[src/alu_pkg.sv]
/*
 * alu package. Data width, RV32I opcode and funct constants, ALU operation
 * codes and the two decoded views of an instruction word.
 */
package alu_pkg;

    localparam int XLEN = 32;                  // data path width.
    localparam int ID_W = 4;                   // transaction id width.

    // major opcodes handled by the unit.
    localparam logic [6:0] OPC_OP     = 7'b0110011; // register-register ALU ops.
    localparam logic [6:0] OPC_OP_IMM = 7'b0010011; // register-immediate ALU ops.

    // funct3 encodings shared by OP and OP-IMM.
    localparam logic [2:0] F3_ADD  = 3'b000;   // add, sub.
    localparam logic [2:0] F3_SLL  = 3'b001;   // shift left logical.
    localparam logic [2:0] F3_SLT  = 3'b010;   // signed compare.
    localparam logic [2:0] F3_SLTU = 3'b011;   // unsigned compare.
    localparam logic [2:0] F3_XOR  = 3'b100;
    localparam logic [2:0] F3_SR   = 3'b101;   // srl, sra.
    localparam logic [2:0] F3_OR   = 3'b110;
    localparam logic [2:0] F3_AND  = 3'b111;

    localparam logic [6:0] F7_ALT  = 7'h20;    // selects sub and sra.

    typedef enum logic [3:0] {
        ALU_ADD  = 4'd0,
        ALU_SUB  = 4'd1,
        ALU_SLT  = 4'd2,
        ALU_SLTU = 4'd3,
        ALU_XOR  = 4'd4,
        ALU_OR   = 4'd5,
        ALU_AND  = 4'd6,
        ALU_SLL  = 4'd7,
        ALU_SRL  = 4'd8,
        ALU_SRA  = 4'd9
    } alu_op_t;

    // R-type view of the instruction word.
    typedef struct packed {
        logic [6:0] funct7;                    // sub/sra select.
        logic [4:0] rs2;
        logic [4:0] rs1;
        logic [2:0] funct3;
        logic [4:0] rd;
        logic [6:0] opcode;
    } r_fields_t;

    // I-type view of the instruction word.
    typedef struct packed {
        logic [11:0] imm12;                    // immediate or shamt with upper bits.
        logic [4:0]  rs1;
        logic [2:0]  funct3;
        logic [4:0]  rd;
        logic [6:0]  opcode;
    } i_fields_t;

    // one 32 bit word, read as R-type or I-type.
    typedef union packed {
        r_fields_t r;
        i_fields_t i;
    } instr_u;

endpackage

[src/alu_decode.sv]
/*
 * decode stage. Checks an OP or OP-IMM word, picks operand b and holds the
 * decoded operation in one stage register that stalls on a full queue.
 */
`timescale 1ns/1ps

module alu_decode import alu_pkg::*; (
    input  logic            clk,
    input  logic            rst_n,
    input  logic            issue_valid,
    input  instr_u          issue_instr,
    input  logic [XLEN-1:0] issue_rs1,
    input  logic [XLEN-1:0] issue_rs2,
    input  logic [ID_W-1:0] issue_id,
    output logic            issue_ready,
    input  logic            stall,             // result queue cannot take the entry.
    output logic            dec_valid,
    output alu_op_t         dec_op,
    output logic [XLEN-1:0] dec_a,
    output logic [XLEN-1:0] dec_b,
    output logic [4:0]      dec_rd,
    output logic [ID_W-1:0] dec_id,
    output logic            dec_illegal
);

    logic            is_op;                    // register form.
    logic            is_imm;                   // immediate form.
    logic [2:0]      funct3;
    logic [6:0]      upper;                    // funct7 or imm12[11:5].
    logic            upper_ok;                 // upper bits are a legal pattern.
    logic            is_shift;
    logic            illegal_nxt;
    logic            load;                     // stage takes a new instruction.
    logic [XLEN-1:0] b_nxt;
    alu_op_t         op_nxt;

    assign is_op    = (issue_instr.r.opcode == OPC_OP);
    assign is_imm   = (issue_instr.i.opcode == OPC_OP_IMM);
    assign funct3   = issue_instr.r.funct3;   // same position in both views.
    assign upper    = is_op ? issue_instr.r.funct7 : issue_instr.i.imm12[11:5];
    assign is_shift = (funct3 == F3_SLL) || (funct3 == F3_SR);

    always_comb begin
        case (funct3)
            F3_ADD:  op_nxt = (is_op && upper[5]) ? ALU_SUB : ALU_ADD; // no subi.
            F3_SLL:  op_nxt = ALU_SLL;
            F3_SLT:  op_nxt = ALU_SLT;
            F3_SLTU: op_nxt = ALU_SLTU;
            F3_XOR:  op_nxt = ALU_XOR;
            F3_SR:   op_nxt = upper[5] ? ALU_SRA : ALU_SRL;
            F3_OR:   op_nxt = ALU_OR;
            F3_AND:  op_nxt = ALU_AND;
        endcase
    end

    // 0x20 is only allowed for sub, sra and srai.
    always_comb begin
        if (upper == 7'h00)
            upper_ok = 1'b1;
        else if (upper == F7_ALT)
            upper_ok = (funct3 == F3_SR) || (is_op && funct3 == F3_ADD);
        else
            upper_ok = 1'b0;
    end

    assign illegal_nxt = !(is_op || is_imm)                 // unknown opcode.
                       || (is_op && !upper_ok)              // bad funct7.
                       || (is_imm && is_shift && !upper_ok); // bad shamt upper bits.

    // sign-extended immediate, low 5 bits double as shamt.
    assign b_nxt = is_op ? issue_rs2
                         : {{(XLEN-12){issue_instr.i.imm12[11]}}, issue_instr.i.imm12};

    assign issue_ready = !dec_valid || !stall;  // empty or draining this cycle.
    assign load        = issue_valid && issue_ready;

    always_ff @(posedge clk or negedge rst_n) begin
        if (!rst_n) begin
            dec_valid <= 1'b0;
        end else if (issue_ready) begin
            dec_valid <= issue_valid;          // empties when nothing issued.
        end
    end

    always_ff @(posedge clk) begin
        if (load) begin
            dec_op      <= op_nxt;
            dec_a       <= issue_rs1;
            dec_b       <= b_nxt;
            dec_rd      <= issue_instr.r.rd;
            dec_id      <= issue_id;
            dec_illegal <= illegal_nxt;
        end
    end

endmodule

[config.mk]
export PLATFORM = sky130hd
export DESIGN_NAME = alu_decode
export DESIGN_NICKNAME = d
export VERILOG_FILES = /design/src/alu_pkg.sv /design/src/alu_decode.sv
export SDC_FILE = /design/constraint.sdc
export NUM_CORES = 1
export LEC_CHECK = 0
export BUFFER_PORTS_ARGS = -buffer_cell sky130_fd_sc_hd__buf_2
export CAP_MARGIN = 20
export CORE_MARGIN = 2
export CORE_UTILIZATION = 38
export DETAILED_ROUTE_END_ITERATION = 8
export PLACE_DENSITY = 0.76
export SLEW_MARGIN = 20
export SYNTH_ARGS = -nofsm -noshare
export SYNTH_HDL_FRONTEND = slang
export SYNTH_SLANG_ARGS = --single-unit
[constraint.sdc]
create_clock -name clk -period 2.63 [get_ports clk]
set_input_delay 0.789 -clock clk [delete_from_list [all_inputs] [get_ports clk]]
set_output_delay 0.789 -clock clk [all_outputs]
set_load 0.1 [all_outputs]
# Yosys cells after proc, flatten, opt, wreduce, memory -nomap -nowiden
# Cells that the tools add are included.
[totals] ff_bits=79 in_bits=104 output_inout_bits=80 elab_cells=41
[classes] n_eq_ne=10 n_mux=6 reduce_logical=18
[op_table] op="2-to-1 mux 32 bit" n=1
[op_table] op="case mux 4 bit (8 select lines)" n=1
[op_table] op="equality test 7 x 6 -> 1 bit (second input constant)" n=2
[op_table] op="equality test 3 bit (second input constant)" n=4
[op_table] op="equality test 7 x 5 -> 1 bit (second input constant)" n=1
[op_table] op="zero test 7 bit" n=1
[op_table] op="equality test 3 x 2 -> 1 bit (second input constant)" n=2
[op_table] op="logical AND 1 bit" n=6
[op_table] op="logical OR 1 bit" n=6
[op_table] op="zero test 1 bit" n=4
[op_table] op="2-to-1 mux 1 bit" n=4
[op_table] op="equality test 3 x 1 -> 1 bit (second input constant)" n=1
[op_table] op="zero test 3 bit" n=1

# Longest topological paths before layout
[logic_depth] word_depth=9 depth_mapped=4 mapped_depth_nobuf=3

# Worst setup path before layout
# OpenSTA, ideal clock, no wires.
[synth_path] path_kind="register to register" from="register dec_valid" to="register dec_a[0], enable pin" setup_ns=0.444 t_arrival_ns=3.536 required_time_ns=2.186 slack_ns=-1.350 path_stages_with_launch=3 path_buffers=0 period_less_slack_ns=3.980 path_cell_list="dfrtp_1 > nand2_1 > and2_1"
[synth_between] elab_chain_len=3
[synth_rtl] element="start, declared" line_no="alu_decode.sv:17" text="output logic dec_valid,"
[synth_rtl] element="start signal, assigned" line_no="alu_decode.sv:81" text="dec_valid <= issue_valid;"
[synth_rtl] element="zero test 1 bit" line_no="alu_decode.sv:74" text="assign issue_ready = !dec_valid || !stall;"
[synth_rtl] element="logical OR 1 bit" line_no="alu_decode.sv:74"
[synth_rtl] element="named net issue_ready" line_no="alu_decode.sv:15" text="output logic issue_ready,"
[synth_rtl] element="logical AND 1 bit" line_no="alu_decode.sv:75" text="assign load = issue_valid && issue_ready;"
[synth_rtl] element="named net load" line_no="alu_decode.sv:33" text="logic load;"
[synth_rtl] element="end signal, assigned" line_no="alu_decode.sv:88" text="dec_a <= issue_rs1;"
[synth_rtl] element="end, declared" line_no="alu_decode.sv:19" text="output logic [XLEN-1:0] dec_a,"
# The timed path passes the listed nets, and every way through them passes these cells.
# A chain may end at the register's enable or synchronous reset.

# Worst setup path in the final report
[layout_path] from="input port stall" to="output port issue_ready"
[layout_between] elab_chain_len=2
[layout_rtl] element="start, declared" line_no="alu_decode.sv:16" text="input logic stall,"
[layout_rtl] element="zero test 1 bit" line_no="alu_decode.sv:74"
[layout_rtl] element="logical OR 1 bit" line_no="alu_decode.sv:74"
[layout_rtl] element="end, declared" line_no="alu_decode.sv:15"
# Every way passes these cells.

==> impl_summary.txt <==
----------------------------------------------------
[Status]
  Status ... finished, final reports clean

[Critical path]
  R2R Path Start ... dec_valid
  R2r endpoint ... dec_id[3]
  Reg2reg path depth ... 3
  Flop2flop setup slack ... 1.22 ns
  Required arrival time at the worst endpoint ... between 1.5 and 2 ns
  Startpoint-to-endpoint class of the critical path ... in2out
  Arrival time at the worst endpoint ... approximately 1.4 ns
  CP endpoint ... issue_ready
  Maximum net fanout on the critical path ... 3
  Startpoint type of the worst setup path ... input port
  Category of the worst setup path capture point ... output port
  Worst setup startpoint ... stall

[Logic synthesis]
  Most frequent cells after synthesis ... 78 x edfxtp_1, 21 x a21o_1, 8 x mux2_1, 4 x buf_2
  Multiplexer fraction of the synthesized cell area ... around 4.3%
  Mean post-synth cell area ... approximately 20 sq um
  Post-Synthesis Cells ... roughly 140
  Netlist area before placement ... 2874 sq um
  Post-synth EDFFs ... 78
  Most frequently used cell type in the post-synthesis netlist ... edfxtp_1
  Flip-flop and latch count after synthesis ... slightly below 80
  Proportion of synthesized flip-flops having asynchronous set or reset ... roughly 1.3%
  XOR/XNOR Fraction of Synth Area ... 0.3047%
  Main combinational cell family by area after synthesis ... compound AO/OA/AOI/OAI gates
  Share of the synthesized area in the top cell type ... between 80 and 90%
  Synthesized-area fraction occupied by ao, oa, aoi and oai cells ... roughly 7%
  Library cell occupying the most area in the post-synthesis netlist ... edfxtp_1
  Synth Flop Type ... edfxtp_1
  Synth Area in Simple Gates ... approximately 4.5%
  Post-Synthesis Net Count ... ~250
  Synth Warn # ... 0
  Adder and majority gate portion of the synthesized area ... 0%
  Distinct cell type count after synthesis ... 25
  Ranking of synthesized cells by area ... edfxtp_1 81%, a21o_1 5.5%, mux2_1 3.1%
  Share of the yosys chip area belonging to registers ... between 80% and 90%

[Clock tree]
  Clock tree from TritonCTS ... built
  Buffers inserted during post-CTS setup optimization ... 0
  Root buffer selected by CTS ... clkbuf_8
  Clock Pin Slew Worst Setup and Hold Paths ... roughly 0.090 ns
  Inserted Clock Buffers ... 9
  Post-cts gate resize count ... 0
  Clock Sink Count ... 79
  Clock latency on the worst-skew pair ... between 0.3 and 0.4 ns
  Clock Path Buffers ... 2
  Maximum level of the CTS H-tree ... 3
  Hold-fix buffers, CTS ... 0

[Layout]
  Layout Area Growth over Synthesis ... 42.10%
  Layout Cell Area excl Fill ... between 4000 and 5000 sq um
  Final Net Count ... about 440
  Share of cells above drive strength 1 ... around three fifths
  Final core utilization ... a little under three fifths
  Number of diodes ... 0

[Timing]
  Setup TNS after final layout ... 0 ns
  Final setup violation count ... 0
  Max-slew violations ... 0
  RSZ-0062 raised after global routing ... no
  Hold Vio Cnt, Final ... 0
  Share of the clock period used by the worst path ... 82.34%
  Relative max-transition margin ... 42.28%
  Maximum clock frequency ... between 400 and 500 MHz
  Worst Setup Slack, final ... 0.4645 ns
  Worst slew pin tran ... between 0.8 and 0.9 ns
  Post-Route Skew ... roughly 0.011 ns
  Final critical delay including setup and external delays ... 2.165 ns

[Drt]
  WL per Instance ... approximately 14 um
  Final wirelength ... just over 6 mm
  Number of vias per cell ... between 4 and 5
  Count of TritonRoute iterations in the first routing pass ... 4
  Vias ... between 1500 and 2000
  Drt initial violations ... 75
  Antenna Violating Nets Remaining ... 0
  Remaining design rule violation count ... 0

[Power]
  Leakage component of the power ... between 1.5 and 2 nW
  Power Dens Cells ... around 730 nW/um^2
  Peak supply drop ... 241.0 uV

[Placement]
  Detailed-placement wirelength estimate ... about 4.7 mm
  IO buf count ... about 180
  Post-Place Worst Slack ... ~0.34 ns
  Post-Place Cell Area ... roughly 3900 sq um
  Weighted congestion reported at the end of routability-driven placement ... around 0.8

[GRT]
  Global routing's busiest layer ... met2
  Antenna violations before repair ... 0
  Met2 layer usage reported by global route ... a little over a quarter
  Global-route wire length before repair ... approximately 9.5 mm
  Met3 track demand over resource ... under 10%
  Pin count of the biggest net entering global routing ... roughly 50
  Global-route track usage on met1 ... 17.06%
  Residual overflow from global routing ... 0
  Vias in the first global route ... between 1500 and 2000
  Total global-route track usage ... between 10% and 20%

[Hold path]
  Hold Path Class ... in2async

[Floorplan]
  Count of pins on the block boundary ... 184
  Die Span Y ... slightly above 90 um
  Initial core utilization ... 39.41%
  Die width ... between 90 and 100 um
  Number of placement rows ... 31
  Placeable core region ... 7292 sq um
  Overall die area ... slightly above 8000 sq um

[Run]
  Max-capacitance violation count ... 0

----------------------------------------------------
per-stage QoR:
stage | power, mW | hold slack (ns) | std cells
CTS | 3.033 | 0.1821 | 435
detailed placement | 2.229 | 0.5055 | 419
finish | 2.998 | 0.2078 | 435
global route | 3.111 | 0.1728 | 435
floorplan | 2.069 | 0.4934 | 143
global placement | 2.219 | 0.4934 | 419
critical path, stage by stage:
cell     delay, ns
buf_2         0.10
nand2_2       0.06
buf_2         0.42
kinds of logic after synthesis:
logic type,after synthesis
buffers and inverters,7
AO/OA/AOI/OAI,27
multiplexers,11
XOR/XNOR,1
AND/OR/NAND/NOR,18
flip-flops,79
state kept, by name, summed over array words and instances (netlist names):
| name | cells |
|---|---|
| dec_op | 4 |
| dec_valid | 1 |
| dec_rd | 5 |
| dec_a | 32 |
| dec_b | 32 |
| dec_id | 4 |
| dec_illegal | 1 |
final cells by class:
type	instances	area, sq um
clock inverters	7	55.05
repair buffers	182	933.4
fillers	635	3208
flip-flops and latches	79	2367
multi-input cells	57	473.0
inverters	2	7.507
clock buffers	9	123.9
well taps	99	123.9
worst min path at each step:
stage / startpoint / endpoint / slack [ns] / cells after the start
floorplan: rst_n / dec_valid / 0.49 / 0
global placement: dec_valid / dec_valid / 0.49 / 2
detailed placement: dec_valid / dec_valid / 0.51 / 2
CTS: rst_n / dec_valid / 0.18 / 1
global route: rst_n / dec_valid / 0.17 / 1
finish: rst_n / dec_valid / 0.21 / 1
report_power, final:
part	total, mW	switching [mW]	internal (mW)	leakage, nW
registers	1.48	0.0143	1.47	0.752
logic	0.714	0.589	0.125	0.988
clock network	0.804	0.453	0.350	0.0798
placed cells by master, fill, tap and decap left out:
master	count
buf_2	178
edfxtp_1	78
a21o_1	21
clkbuf_8	9
mux2_1	8
clkinvlp_4	4
nor2b_1	3
mux2_2	3
nor2_1	3
buf_4	3
inv_1	2
nand2b_1	2
nand2_1	2
and2_1	1
nand4bb_4	1
nor3_4	1
o31a_1	1
xor2_1	1
o21ai_0	1
o2bb2ai_1	1
a311o_1	1
or4_1	1
nor3_1	1
a221o_1	1
nor4_1	1
a31oi_1	1
nand2_2	1
and2_4	1
inv_8	1
clkinv_2	1
inv_6	1
dfrtp_1	1
buf_12	1
routing by layer:
| metal | wire length (um) | share of wire, % |
|---|---|---|
| met1 | 2340 | 38 |
| met2 | 3219 | 52 |
| met3 | 577 | 9.3 |
| met4 | 40 | 0.65 |
| met5 | 0 | 0 |
(Power assumes the default switching activity.)
