`src/alu_pkg.sv`:
```
/*
 * alu package. Data width, RV32I opcode and funct constants, ALU operation
 * codes and the two decoded views of an instruction word.
 */
package alu_pkg;

    localparam int XLEN = 32;                  // data path width.
    localparam int ID_W = 4;                   // transaction id width.

    // major opcodes handled by the unit.
    localparam logic [6:0] OPC_OP     = 7'b0110011; // register-register ALU ops.
    localparam logic [6:0] OPC_OP_IMM = 7'b0010011; // register-immediate ALU ops.

    // funct3 encodings shared by OP and OP-IMM.
    localparam logic [2:0] F3_ADD  = 3'b000;   // add, sub.
    localparam logic [2:0] F3_SLL  = 3'b001;   // shift left logical.
    localparam logic [2:0] F3_SLT  = 3'b010;   // signed compare.
    localparam logic [2:0] F3_SLTU = 3'b011;   // unsigned compare.
    localparam logic [2:0] F3_XOR  = 3'b100;
    localparam logic [2:0] F3_SR   = 3'b101;   // srl, sra.
    localparam logic [2:0] F3_OR   = 3'b110;
    localparam logic [2:0] F3_AND  = 3'b111;

    localparam logic [6:0] F7_ALT  = 7'h20;    // selects sub and sra.

    typedef enum logic [3:0] {
        ALU_ADD  = 4'd0,
        ALU_SUB  = 4'd1,
        ALU_SLT  = 4'd2,
        ALU_SLTU = 4'd3,
        ALU_XOR  = 4'd4,
        ALU_OR   = 4'd5,
        ALU_AND  = 4'd6,
        ALU_SLL  = 4'd7,
        ALU_SRL  = 4'd8,
        ALU_SRA  = 4'd9
    } alu_op_t;

    // R-type view of the instruction word.
    typedef struct packed {
        logic [6:0] funct7;                    // sub/sra select.
        logic [4:0] rs2;
        logic [4:0] rs1;
        logic [2:0] funct3;
        logic [4:0] rd;
        logic [6:0] opcode;
    } r_fields_t;

    // I-type view of the instruction word.
    typedef struct packed {
        logic [11:0] imm12;                    // immediate or shamt with upper bits.
        logic [4:0]  rs1;
        logic [2:0]  funct3;
        logic [4:0]  rd;
        logic [6:0]  opcode;
    } i_fields_t;

    // one 32 bit word, read as R-type or I-type.
    typedef union packed {
        r_fields_t r;
        i_fields_t i;
    } instr_u;

endpackage

```
`src/result_fifo.sv`:
```
/*
 * result queue. Circular buffer of completed results in issue order,
 * drained by the writeback valid/ready handshake.
 */
`timescale 1ns/1ps

module result_fifo import alu_pkg::*; #(
    parameter int DEPTH = 4
) (
    input  logic            clk,
    input  logic            rst_n,
    input  logic            wr_en,
    input  logic [XLEN-1:0] wr_result,
    input  logic [4:0]      wr_rd,
    input  logic [ID_W-1:0] wr_id,
    input  logic            wr_illegal,
    output logic            full,              // no room this cycle.
    output logic            wb_valid,
    input  logic            wb_ready,
    output logic [XLEN-1:0] wb_result,
    output logic [4:0]      wb_rd,
    output logic [ID_W-1:0] wb_id,
    output logic            wb_illegal
);

    localparam int PTR_W = $clog2(DEPTH);
    localparam int CNT_W = $clog2(DEPTH + 1);

    logic [XLEN-1:0]  mem_result [DEPTH];
    logic [4:0]       mem_rd     [DEPTH];
    logic [ID_W-1:0]  mem_id     [DEPTH];
    logic             mem_ill    [DEPTH];
    logic [PTR_W-1:0] wr_ptr;
    logic [PTR_W-1:0] rd_ptr;
    logic [CNT_W-1:0] count;                   // entries held.
    logic             wr_fire;
    logic             rd_fire;

    assign wb_valid = (count != '0);
    assign rd_fire  = wb_valid && wb_ready;
    assign full     = (count == CNT_W'(DEPTH)) && !rd_fire; // a read frees a slot.
    assign wr_fire  = wr_en && !full;

    assign wb_result  = mem_result[rd_ptr];    // head of the queue.
    assign wb_rd      = mem_rd[rd_ptr];
    assign wb_id      = mem_id[rd_ptr];
    assign wb_illegal = mem_ill[rd_ptr];

    always_ff @(posedge clk or negedge rst_n) begin
        if (!rst_n) begin
            wr_ptr <= '0;
            rd_ptr <= '0;
            count  <= '0;
        end else begin
            if (wr_fire)
                wr_ptr <= (wr_ptr == PTR_W'(DEPTH-1)) ? '0 : wr_ptr + 1'b1; // wrap.
            if (rd_fire)
                rd_ptr <= (rd_ptr == PTR_W'(DEPTH-1)) ? '0 : rd_ptr + 1'b1;
            if (wr_fire && !rd_fire)
                count <= count + 1'b1;
            else if (rd_fire && !wr_fire)
                count <= count - 1'b1;         // unchanged when both fire.
        end
    end

    always_ff @(posedge clk) begin
        if (wr_fire) begin
            mem_result[wr_ptr] <= wr_result;
            mem_rd[wr_ptr]     <= wr_rd;
            mem_id[wr_ptr]     <= wr_id;
            mem_ill[wr_ptr]    <= wr_illegal;
        end
    end

endmodule
```
`config.mk`:
```
export PLATFORM = sky130hd
export DESIGN_NAME = result_fifo
export DESIGN_NICKNAME = d
export VERILOG_FILES = /design/src/alu_pkg.sv /design/src/result_fifo.sv
export SDC_FILE = /design/constraint.sdc
export NUM_CORES = 1
export LEC_CHECK = 0
export BUFFER_PORTS_ARGS = -buffer_cell sky130_fd_sc_hd__buf_4
export CORE_UTILIZATION = 36
export DETAILED_ROUTE_END_ITERATION = 10
export PLACE_DENSITY = 0.6
export SYNTH_ARGS = -nofsm -noshare
export SYNTH_HDL_FRONTEND = slang
export SYNTH_SLANG_ARGS = --single-unit
```
`constraint.sdc`:
```
create_clock -name clk -period 2 [get_ports clk]
set_input_delay 0.2 -clock clk [delete_from_list [all_inputs] [get_ports clk]]
set_output_delay 0.2 -clock clk [all_outputs]
set_load 0.02 [all_outputs]
```
== Word-level counts from Yosys, hierarchy flattened ==
Memories as Yosys holds them, arrays and structs flattened.
Cells that the tools add are included.
Storage, ports and cells
  bits in registers: 7
  memory bits (writable): 168
  input bits: 46
  memories kept: 4
Cells by class
  add/subtract/negate cells: 4
  equal/unequal tests: 3
  mux-type cells: 6
  reductions and logical operators: 10
Memory list
  mem_result: depth 4, width 32, rd ports 1, clocked after Yosys merged registers in 0, write ports 1, RTL line result_fifo.sv:29  | logic [XLEN-1:0] mem_result [DEPTH];
  mem_rd: depth 4, width 5, rd ports 1, clocked after Yosys merged registers in 0, write ports 1, RTL line result_fifo.sv:30  | logic [4:0] mem_rd [DEPTH];
  mem_id: depth 4, width 4, rd ports 1, clocked after Yosys merged registers in 0, write ports 1, RTL line result_fifo.sv:31  | logic [ID_W-1:0] mem_id [DEPTH];
  mem_ill: depth 4, width 1, rd ports 1, clocked after Yosys merged registers in 0, write ports 1, RTL line result_fifo.sv:32  | logic mem_ill [DEPTH];
Operators with widths (number)
  $mux W3: 2
  $logic_and A1 B1 Y1: 5
  $add A2 B1 Y2 const B: 2
  $eq A2 B2 Y1 const B: 2
  $mux W2: 2
  $add A3 B1 Y3 const B: 1
  $eq A3 B3 Y1 const B: 1
  $logic_not A1 Y1: 3
  $reduce_bool A3 Y1: 1
  $sub A3 B1 Y3 const B: 1
  $mux W1: 2
  $reduce_bool A2 Y1: 1

== Longest topological paths before layout ==
Gate-level depths: netlist of run 1.
  depth in word-level cells: 10
  gate-level depth with buffers: 9

== Worst setup path before layout of run 1 ==
OpenSTA, ideal clock, no wires.
  kind: reg-to-reg
  start: register count[2]
  end: memory mem_id[3][0] (enable)
  data arrival time: 1.840 ns
  setup slack: -0.243 ns
  cell stages (with the launch flop): 5
  path buffers: 1
  clock period less this slack: 2.243 ns
  path through: dfrtp_1 nor4b_4 nor2b_1 buf_6 and2_1
On the way
  word-level cells in the longest chain between the ends: 8
Ends and longest elaborated chain
  start: declaration: RTL line result_fifo.sv:35  | logic [CNT_W-1:0] count;
  start signal: assignment: RTL line result_fifo.sv:60  | count <= count + 1'b1;
  start signal: assignment: RTL line result_fifo.sv:62  | count <= count - 1'b1;
  $reduce_bool A3 Y1: RTL line result_fifo.sv:39  | assign wb_valid = (count != '0);
  $logic_and A1 B1 Y1: RTL line result_fifo.sv:40  | assign rd_fire = wb_valid && wb_ready;
  $logic_not A1 Y1: RTL line result_fifo.sv:41  | assign full = (count == CNT_W'(DEPTH)) && !rd_fire;
  $logic_and A1 B1 Y1 *: RTL line result_fifo.sv:41
  via full: RTL line result_fifo.sv:17  | output logic full,
  $logic_not A1 Y1 *: RTL line result_fifo.sv:42  | assign wr_fire = wr_en && !full;
  $logic_and A1 B1 Y1 *: RTL line result_fifo.sv:42
  via wr_fire: RTL line result_fifo.sv:36  | logic wr_fire;
  $mux W1 *: RTL line result_fifo.sv:67  | if (wr_fire) begin
  $mux W1 (not written as such) *: RTL line result_fifo.sv:70  | mem_id[wr_ptr] <= wr_id;
  end: declaration: RTL line result_fifo.sv:31
The timed path passes the listed nets; every way through them passes the cells marked *.

== Worst setup path in the final report of run 1 ==
  start: register rd_ptr[0]
  end: output wb_result[23]
On the way
  word-level cells in the longest chain between the ends: 1
Ends and longest elaborated chain
  start: declaration: RTL line result_fifo.sv:34  | logic [PTR_W-1:0] rd_ptr;
  start signal: assignment: RTL line result_fifo.sv:58  | rd_ptr <= (rd_ptr == PTR_W'(DEPTH-1)) ? '0 : rd_ptr + 1'b1;
  $mem_v2 Z4 W32
  end: declaration: RTL line result_fifo.sv:20  | output logic [XLEN-1:0] wb_result,
No other way between the ends.

==> results by group, run 1 <==
Status
  – Outcome: complete, but fails checks
  – Failing checks: setup timing

Floorplan
  – IO Count: 90
  – Die area: 18600 µm²
  – Cell row count: 48
  – Starting Density: 0.373
  – Die Width: 137 µm
  – Chip height: 137 µm
  – Core area: 17500 µm²

Power and ir drop
  – Leak: 3.10 nW
  – Max IR drop VDD: 0.934 mV
  – Total power: 13.4 mW
  – Power Dens Cells: 1510 nW/µm²

Setup path
  – Crit Path Category: reg2out
  – Element type at the critical path start: register
  – Req. time, crit path: 1800 ps
  – Crit path max fanout: 20
  – Element type at the critical path end: primary output
  – Critical Path AT: 1840 ps

Yosys
  – Post-Syn Area: 6510 µm²
  – Syn Inst Count: 257
  – Yosys reg bits: 175
  – Yosys Warn Count: 0
  – Sequential area share after synthesis: 0.801
  – Cell variety after synth: 20
  – Syn nets: 310
  – Mapped Avg Cell Area: 25.4 µm²

Timing
  – Clk_skew: 9.11 ps
  – Setup ws final: -41.7 ps
  – Final Hold Fails: 0
  – Slew headroom: 0.832
  – RSZ-0062 raised after global routing: yes
  – F_max: 490 MHz
  – Post-layout minimum cycle time: 2040 ps
  – Final Max Slew Viols: 0
  – # setup viols final: 20
  – Slew @ Worst Pin: 253 ps
  – Tcrit/Tclk final: 1.02

Cells and area
  – Share of layout cells above drive strength 1: 0.456
  – Final instance area: 8860 µm²
  – Nets: 468
  – FILL cells: 1425
  – Layout overhead on the synthesized area: 36.1%

CTS
  – Cts bufs inserted: 17
  – Clock buffer depth: 2
  – Clock-pin slew of the registers on the worst-case setup and hold paths: 60 ps
  – Clk_lat worst skew: 420 ps
  – Number of H-tree levels: 4
  – CTS Root Cell: clkbuf_16
  – CTS tree: built
  – Clk sinks: 175

Global routing
  – Initial antenna violation count: 1
  – Overflow after GRT: 0
  – Total GRT Usage: 0.141
  – Largest net degree at the start of global routing: 39
  – First-pass GRT wire length: 18700 µm
  – Vias in the first global route: 3469

Routing
  – Remaining DRCs: 0
  – DR pass1 iterations: 4
  – Initial detailed-routing violation count: 92
  – Post-DR vias/cell: 4.72
  – DR WL/cell: 18.1 µm
  – Routed Antenna Nets: 0
  – Total wire length: 11800 µm
  – Vias: 3090

Placement
  – DP Wirelength: 7060 µm
  – Post-placement cell area: 7610 µm²
  – # port buffers: 89
  – GPL Wtd Cong: 0.730

Flow run
  – Max-Cap Viols: 0

Min path
  – Worst hold path type: in2async
## cells in the mapped netlist (all sizes together)
cell type	n	area share
and2	4	0.0038
buf	10	0.011
clkbuf	1	0.00058
dfrtp	7	0.027
edfxtp	168	0.77
fa	1	0.0031
ha	6	0.012
inv	3	0.0017
mux2	5	0.0098
mux4	42	0.15
nand2	1	0.00058
nor2	3	0.0017
nor2b	1	0.00096
nor4b	1	0.0036
or3	1	0.00096
xnor2	1	0.0013
xor2	2	0.0027
## logic make-up (layout without fill, tap and decap cells)
kind of cell  Yosys count  after routing  synth area share
flops                 175            175             0.801
simple gates           11             11            0.0117
fa+ha+maj               7              7            0.0146
other cells             0              1                 0
buf+inv                14            185            0.0134
mux                    47             47             0.155
xor+xnor                3              3           0.00403
## critical path, cell delays in order (launching register included)
cell and delay [ps]:
dfrtp_4 470, buf_12 220, mux4_2 570, buf_6 160
## through the flow
| step | utilization | TNS [ps] | cells | hold slack [ps] | setup slack [ps] |
|---|---|---|---|---|---|
| finish | 0.507 | -379 | 654 | 133 | -41.7 |
| global route | 0.507 | -2670 | 654 | 116 | -109 |
| CTS | 0.507 | -1390 | 653 | 116 | -83.9 |
| detailed placement | 0.435 | 0 | 574 | 25.1 | 4.95 |
| global placement | 0.435 | 0 | 574 | 23.9 | 89.9 |
| floorplan | - | -49.2 | 257 | -95.6 | -49.2 |
## report_power, final
group	internal, mW	switching, mW
clock	1.75	1.40
combinational	2.68	2.45
sequential	4.84	0.233
## placed cells by master, fill, tap and decap left out, types with 3 or more instances in the layout
master,instances
mux2_2,3
mux4_2,42
nor2_1,3
buf_4,54
and2_2,4
edfxtp_1,168
dfrtp_1,4
dlygate4sd3_1,43
clkbuf_16,17
buf_12,7
inv_8,3
buf_6,43
inv_6,5
ha_1,5
buf_16,3
clkbuf_1,3
## sequential cells by signal (all words and copies together), names as in the netlist
register    count
mem_ill         4
mem_result    128
wr_ptr          2
rd_ptr          2
count           3
mem_id         16
mem_rd         20
## layout make-up
type / instances / area (µm²) / area share
antenna: 1 / 2.50 / 0.000282
clock buffer: 20 / 437 / 0.0493
clock inverter: 12 / 124 / 0.0140
inverter: 3 / 11.3 / 0.00127
multi-input combinational: 68 / 1240 / 0.140
sequential: 175 / 5230 / 0.590
tap: 225 / 282 / 0.0318
timing repair buffer: 150 / 1540 / 0.174
## metal layers
| metal | global-route usage | part of all wire | vias to the layer above |
|---|---|---|---|
| li1 | - | - | 1405 |
| met1 | 0.172 | 0.43 | 1603 |
| met2 | 0.235 | 0.51 | 67 |
| met3 | 0.0411 | 0.044 | 15 |
| met4 | 0.0574 | 0.014 | 0 |
| met5 | 0 | 0 | - |
## worst paths after layout
| kind | start | to | slack (ps) | cells after the start |
|---|---|---|---|---|
| worst max register to register | count[0] | count[2] | 10 | 8 |
| worst min register to register | wr_ptr[1] | wr_ptr[1] | 580 | 1 |
| worst max-delay path | rd_ptr[0] | wb_result[23] | -40 | 3 |
| max in group asynchronous | rst_n | rd_ptr[0] | 1720 | 2 |
| worst min-delay path | rst_n | rd_ptr[1] | 130 | 2 |
| min in group clk | wb_ready | count[0] | 220 | 4 |
## timing repair
action                                  in CTS  in global routing
resized for setup                           47                  2
hold buffers                                43                  0
endpoints found under the setup margin      37                 89
pin swaps                                    3                  0
endpoints found under the hold margin      175                  0
buffers inserted                             2                  0
cloned                                       2                  0
(Power assumes the default switching activity.)
==> run 2: changes to the inputs <==
--- a/config.mk
+++ b/config.mk
@@ -11,2 +11,3 @@
 export PLACE_DENSITY = 0.6
+export SLEW_MARGIN = 20
 export SYNTH_ARGS = -nofsm -noshare
--- a/constraint.sdc
+++ b/constraint.sdc
@@ -3,2 +3,2 @@
 set_output_delay 0.2 -clock clk [all_outputs]
-set_load 0.02 [all_outputs]
+set_load 0.01 [all_outputs]
==> results by group, run 2 (synthesis gave the netlist of run 1 again) <==
Placement
  – Placed Cells: 581 (+1.2%)
  – DP Wirelength: 7710 µm (+9.2%)
  – GPL Wtd Cong: 0.739 (+1.1%)
  – # port buffers: 89 (unchanged)

Timing
  – Tcrit/Tclk final: 1.01 (-0.00850)
  – # setup viols final: 11 (-45%)
  – Slew @ Worst Pin: 296 ps (+42.8 ps)
  – F_max: 494 MHz (+0.84%)
  – Fin Hold WS: 122 ps (-11.1 ps)
  – Setup ws final: -24.7 ps (+17.0 ps)
  – Clk_skew: 8.97 ps (-0.146 ps)
  – Post-layout minimum cycle time: 2020 ps (-17.0 ps)
  – RSZ-0062 raised after global routing: yes
  – Final Hold Fails: 0 (unchanged)
  – Final Max Slew Viols: 0 (unchanged)
  – Slew headroom: 0.803 (-0.0286)

Setup path
  – Critical Path AT: 1820 ps (-20 ps)
  – Element type at the critical path end: primary output
  – Req. time, crit path: 1800 ps (about the same)
  – Element type at the critical path start: register
  – Crit path max fanout: 8 (-60%)
  – Crit Path Category: reg2out

Status
  – Outcome: complete, but fails checks
  – Failing checks: setup timing

Routing
  – Post-DR vias/cell: 4.71 (-0.41%)
  – DR pass1 iterations: 4 (unchanged)
  – Routed Antenna Nets: 0 (unchanged)
  – Vias: 3129 (+1.3%)
  – Remaining DRCs: 0 (unchanged)
  – Initial detailed-routing violation count: 160 (+74%)
  – Total wire length: 12500 µm (+5.5%)
  – DR WL/cell: 18.8 µm (+3.8%)

CTS
  – Cts bufs inserted: 17 (unchanged)
  – Number of H-tree levels: 4 (unchanged)
  – Clock buffer depth: 2 (unchanged)
  – Clock-pin slew of the registers on the worst-case setup and hold paths: 60 ps (about the same)
  – CTS tree: built
  – Clk sinks: 175 (unchanged)
  – CTS Root Cell: clkbuf_16
  – Clk_lat worst skew: 420 ps (about the same)

Global routing
  – First-pass GRT wire length: 18600 µm (-0.26%)
  – Largest net degree at the start of global routing: 28 (-28%)
  – Overflow after GRT: 0 (unchanged)
  – Initial antenna violation count: 1 (unchanged)
  – Vias in the first global route: 3380 (-2.6%)
  – Total GRT Usage: 0.141 (+0.000330)

Floorplan
  – Starting Density: 0.373 (unchanged)
  – Cell row count: 48 (unchanged)
  – Chip height: 137 µm (unchanged)
  – Die area: 18600 µm² (unchanged)
  – Die Width: 137 µm (unchanged)
  – IO Count: 90 (unchanged)
  – Core area: 17500 µm² (unchanged)

Flow run
  – Max-Cap Viols: 0 (unchanged)

Min path
  – Worst hold path type: in2async

Cells and area
  – Most common cell after layout, fill and taps aside: edfxtp_1
  – Post-route insts no fill: 665 (+1.7%)
  – Share of layout cells above drive strength 1: 0.480 (+0.0239)
  – Biggest regs: mem_result x128, mem_rd x20, mem_id x16
  – Largest register FFs: 128 (unchanged)
  – Inserted Diodes: 0 (-1)
  – Most frequent cells in the layout: edfxtp_1 (168), buf_4 (68), dlygate4sd3_1 (43)
  – Layout overhead on the synthesized area: 38.5%
  – Top reg by flops: mem_result
  – Nets: 481 (+2.8%)

Power and ir drop
  – Leak: 3.19 nW (+2.7%)
  – Max IR drop VDD: 0.748 mV (-20%)
  – Power Dens Cells: 1470 nW/µm² (-2.5%)
==> run 2: cell count changes in the layout (fill, tap and decap cells not counted), moves of 2 or more <==
cell	before	now
clkinv_2	1	3
and2_2	4	2
clkbuf_1	3	1
buf_6	43	37
buf_16	3	0
and2_4	0	2
clkbuf_16	17	20
inv_8	3	1
buf_4	54	68
inv_6	5	3
bufinv_16	1	3
buf_12	7	11
==> run 2: path summary, 6_finish.rpt <==
| kind | startpoint | end | slack (ps) | cells past startpoint |
|---|---|---|---|---|
| min reg2reg | wr_ptr[1] | wr_ptr[1] | 590 | 1 |
| max | rd_ptr[0] | wb_result[18] | -20 | 4 |
| max in group asynchronous | rst_n | rd_ptr[0] | 1730 | 2 |
| min | rst_n | count[1] | 120 | 2 |
| min in group clk | wb_ready | count[0] | 260 | 4 |
| max reg2reg | count[0] | count[2] | 30 | 8 |
==> run 2: critical path, stage by stage, from the launching register on <==
cell and delay, ps:
dfrtp_4 420, buf_12 140, buf_12 150, mux4_2 550, buf_6 150
==> run 2: power by group <==
group / switching [mW] / total (mW) / internal, mW / leakage, nW
combinational: 2.04 / 4.85 / 2.81 / 1.28
sequential: 0.261 / 5.11 / 4.85 / 1.62
clock: 1.33 / 3.29 / 1.97 / 0.286
==> run 2: area by class of cell <==
| cell class | instances | area, µm² |
|---|---|---|
| fill | 1371 | 8450 |
| sequential | 175 | 5230 |
| timing repair buffer | 163 | 1670 |
| multi-input combinational | 68 | 1240 |
| clock buffer | 18 | 429 |
| tap | 225 | 282 |
| clock inverter | 13 | 161 |
| inverter | 3 | 11.3 |
==> run 2: layer usage <==
metal	part of all wire	global-route usage	vias up	wire length (µm)
li1	-	-	1424	-
met1	0.43	0.178	1605	5370
met2	0.51	0.228	88	6350
met3	0.051	0.0500	10	642
met4	0.0090	0.0457	2	112
met5	0.0010	0	-	13
==> run 2: per-stage QoR <==
step / cell area (µm²) / power [mW] / utilization / TNS, ps / worst slack, ps
detailed placement: 7690 / 9.33 / 0.440 / -49.2 / -49.2
finish: 9030 / 13.3 / 0.516 / -72.3 / -24.7
CTS: 8890 / 13.1 / 0.509 / -1320 / -82.0
floorplan: 6530 / 7.36 / - / 0 / 8.37
global route: 9030 / 13.9 / 0.516 / -2230 / -80.0
global placement: 7690 / 9.21 / 0.440 / 0 / 76.8
==> run 2: repair_timing <==
item,CTS,global route
resized for setup,40,9
endpoints found under the setup margin,41,60
setup buffers,3,4
endpoints found under the hold margin,175,0
pin swaps,5,2
hold buffers,43,0
cloned,0,3
==> run 3: changes to the inputs <==
ABC_AREA = 1   (was default)
==> results by group, run 3 <==
Status
  – Outcome: completed

Yosys
  – Synth Area in XOR/XNOR: 0.00120 (-0.00283)
  – FFs w/ async S/R, synth: 0.0400 (unchanged)
  – Synth Area in Adders: 0.0130 (-0.00158)
  – Syn nets: 603 (+95%)
  – Most common cell in the netlist: edfxtp_1
  – Yosys reg bits: 175 (unchanged)
  – Post-synthesis compound-gate area fraction: 0.130 (+0.130)
  – Synth top area share: 0.691 (-0.0836)
  – Post-synth EDFFs: 168 (unchanged)
  – Dominant cells by area after synthesis: edfxtp_1 (69%), o211ai_2 (7.2%), nand2_1 (5.3%)
  – Sequential area share after synthesis: 0.715 (-0.0865)
  – Mux cell area share after synthesis: 0 (-0.155)
  – Post-Syn Area: 7300 µm² (+12%)
  – Synth cell count leaders: edfxtp_1 (168), nand2_1 (103), inv_1 (96)
  – Yosys Warn Count: 0 (unchanged)
  – Syn Inst Count: 550 (+110%)
  – Most used DFF post-synth: edfxtp_1
  – Cell variety after synth: 19 (-5.0%)
  – Mapped Avg Cell Area: 13.3 µm² (-48%)
  – Cell taking the most area after synthesis: edfxtp_1
  – Simple-gate share of the synthesized area: 0.0613 (+0.0496)
  – Largest family of logic cells by synthesized area: compound AO/OA/AOI/OAI gates

Routing
  – Routed Antenna Nets: 0 (unchanged)
  – DR WL/cell: 14.8 µm (-21%)
  – Initial detailed-routing violation count: 188 (+18%)
  – DR pass1 iterations: 4 (unchanged)
  – Vias: 4420 (+41%)
  – Total wire length: 14400 µm (+15%)
  – Post-DR vias/cell: 4.56 (-3.2%)
  – Remaining DRCs: 0 (unchanged)

Timing
  – F_max: 524 MHz (+6.0%)
  – # setup viols final: 0 (-11)
  – Final Hold Fails: 0 (unchanged)
  – Tcrit/Tclk final: 0.955 (-0.0576)
  – RSZ-0062 raised after global routing: no
  – Post-layout minimum cycle time: 1910 ps (-115 ps)
  – Slew @ Worst Pin: 450 ps (+154 ps)
  – Clk_skew: 9.34 ps (+0.372 ps)
  – Final Max Slew Viols: 0 (unchanged)
  – Fin Hold WS: 42.4 ps (-79.4 ps)
  – Slew headroom: 0.700 (-0.103)

Setup path
  – Critical Path AT: 1710 ps (-110 ps)
  – Element type at the critical path end: primary output
  – Req. time, crit path: 1800 ps (about the same)
  – Crit path max fanout: 32 (+24)
  – Crit Path Category: reg2out
  – Element type at the critical path start: register

Floorplan
  – Chip height: 144 µm (+5.8%)
  – Die area: 20900 µm² (+12%)
  – Starting Density: 0.372 (-0.00119)
  – Core area: 19700 µm² (+12%)
  – Die Width: 144 µm (+5.8%)
  – Cell row count: 51 (+6.3%)
  – IO Count: 90 (unchanged)

Power and ir drop
  – Leak: 3.79 nW (+19%)
  – Power Dens Cells: 1420 nW/µm² (-3.2%)
  – Max IR drop VDD: 0.851 mV (+14%)
  – Total power: 13.5 mW (+1.6%)

Cells and area
  – Nets: 745 (+55%)
  – Final instance area: 9480 µm² (+5.0%)
  – Register area: 5230 µm² (about the same)
  – Layout overhead on the synthesized area: 29.8%
  – Inserted Diodes: 0 (unchanged)
  – Area of the multi-input gates: 1550 µm² (+24%)
  – FILL cells: 1744 (+27%)
  – Largest register FFs: 128 (unchanged)
  – Most common cell after layout, fill and taps aside: edfxtp_1
  – Most frequent cells in the layout: edfxtp_1 (168), nand2_1 (100), inv_1 (95)
  – Biggest regs: mem_result x128, mem_rd x20, mem_id x16
  – Top reg by flops: mem_result
  – Share of layout cells above drive strength 1: 0.275 (-0.204)

CTS
  – CTS tree: built
  – Clock-pin slew of the registers on the worst-case setup and hold paths: 70 ps (about the same)
  – Number of H-tree levels: 4 (unchanged)
  – Clk_lat worst skew: 420 ps (about the same)
  – Clock buffer depth: 2 (unchanged)
  – Clk sinks: 175 (unchanged)
  – Cts bufs inserted: 17 (unchanged)
  – CTS Root Cell: clkbuf_16

Global routing
  – Initial antenna violation count: 0 (-1)
  – Overflow after GRT: 0 (unchanged)
  – Vias in the first global route: 4443 (+31%)
  – Total GRT Usage: 0.141 (-0.000813)
  – Largest net degree at the start of global routing: 71 (+150%)
  – First-pass GRT wire length: 21900 µm (+17%)

Min path
  – Worst hold path type: in2reg

Placement
  – # port buffers: 89 (unchanged)
  – DP Wirelength: 8260 µm (+7.2%)
  – Post-placement cell area: 8380 µm² (+8.9%)
  – GPL Wtd Cong: 0.766 (+3.7%)

Flow run
  – Max-Cap Viols: 0 (unchanged)
==> run 3: cell types whose count changed after synthesis, moves of 3 or more <==
cell / delta
nand3_1: +5
o21ai_1: +14
a21oi_1: +42
and2_1: -4
nor2_1: +5
mux2_2: -3
nand2_1: +102
mux4_2: -42
o211ai_2: +42
o21ai_0: +28
buf_6: +10
inv_1: +93
==> run 3: final timing paths <==
path                                 from             to  slack (ps)  cells after the start
worst max-delay path            rd_ptr[0]  wb_result[22]          90                      4
worst min-delay path                wr_en      wr_ptr[1]          40                      3
worst max register to register   count[0]       count[2]         150                     10
worst min register to register   count[0]       count[0]         530                      1
max in group asynchronous           rst_n      rd_ptr[0]        1730                      2
min in group asynchronous           rst_n       count[2]         120                      2
==> run 3: cell type report <==
class,count,area share
Clock inverter,13,0.0147
Multi-Input combinational cell,251,0.163
Sequential cell,175,0.552
Tap cell,265,0.0350
Inverter,96,0.0380
Timing Repair Buffer,151,0.152
Clock buffer,19,0.0457
==> run 3: repair_timing <==
action                     4_1_cts  5_1_grt
setup buffers                    0        2
hold endpoints to repair       175        0
setup endpoints to repair        0       23
resized for setup                0       10
hold buffers                    43        0
==> run 3: where the power goes <==
part	internal, mW	switching [mW]
logic	2.23	2.96
clock network	1.85	1.35
registers	4.81	0.279
==> run 3: layer usage <==
metal | vias to the layer above | share of wire | global-route usage
li1 | 2175 | - | -
met1 | 2167 | 0.44 | 0.166
met2 | 66 | 0.51 | 0.249
met3 | 12 | 0.032 | 0.0361
met4 | 0 | 0.010 | 0.0449
met5 | - | 0 | 0
==> run 3: kinds of logic after synthesis <==
| kind of cell | count (synthesis) |
|---|---|
| flops | 175 |
| compound gates | 126 |
| buf+inv | 124 |
| simple gates | 117 |
| fa+ha+maj | 7 |
| xor+xnor | 1 |
==> run 3: through the flow <==
step | instances | setup TNS, ps | setup WS (ps) | utilization
after floorplan | 550 | -47270 | -281 | -
after global placement | 891 | 0 | 260 | 0.426
after detailed placement | 891 | 0 | 119 | 0.426
after CTS | 966 | 0 | 15.2 | 0.477
after global routing | 970 | 0 | 2.89 | 0.482
final | 970 | 0 | 90.4 | 0.482
==> run 3: worst max-delay path, cell delays in order, from the launching register on <==
cell and delay (ps):
dfrtp_4 590, clkbuf_16 260, o21ai_0 210, nand2_1 80, buf_4 140
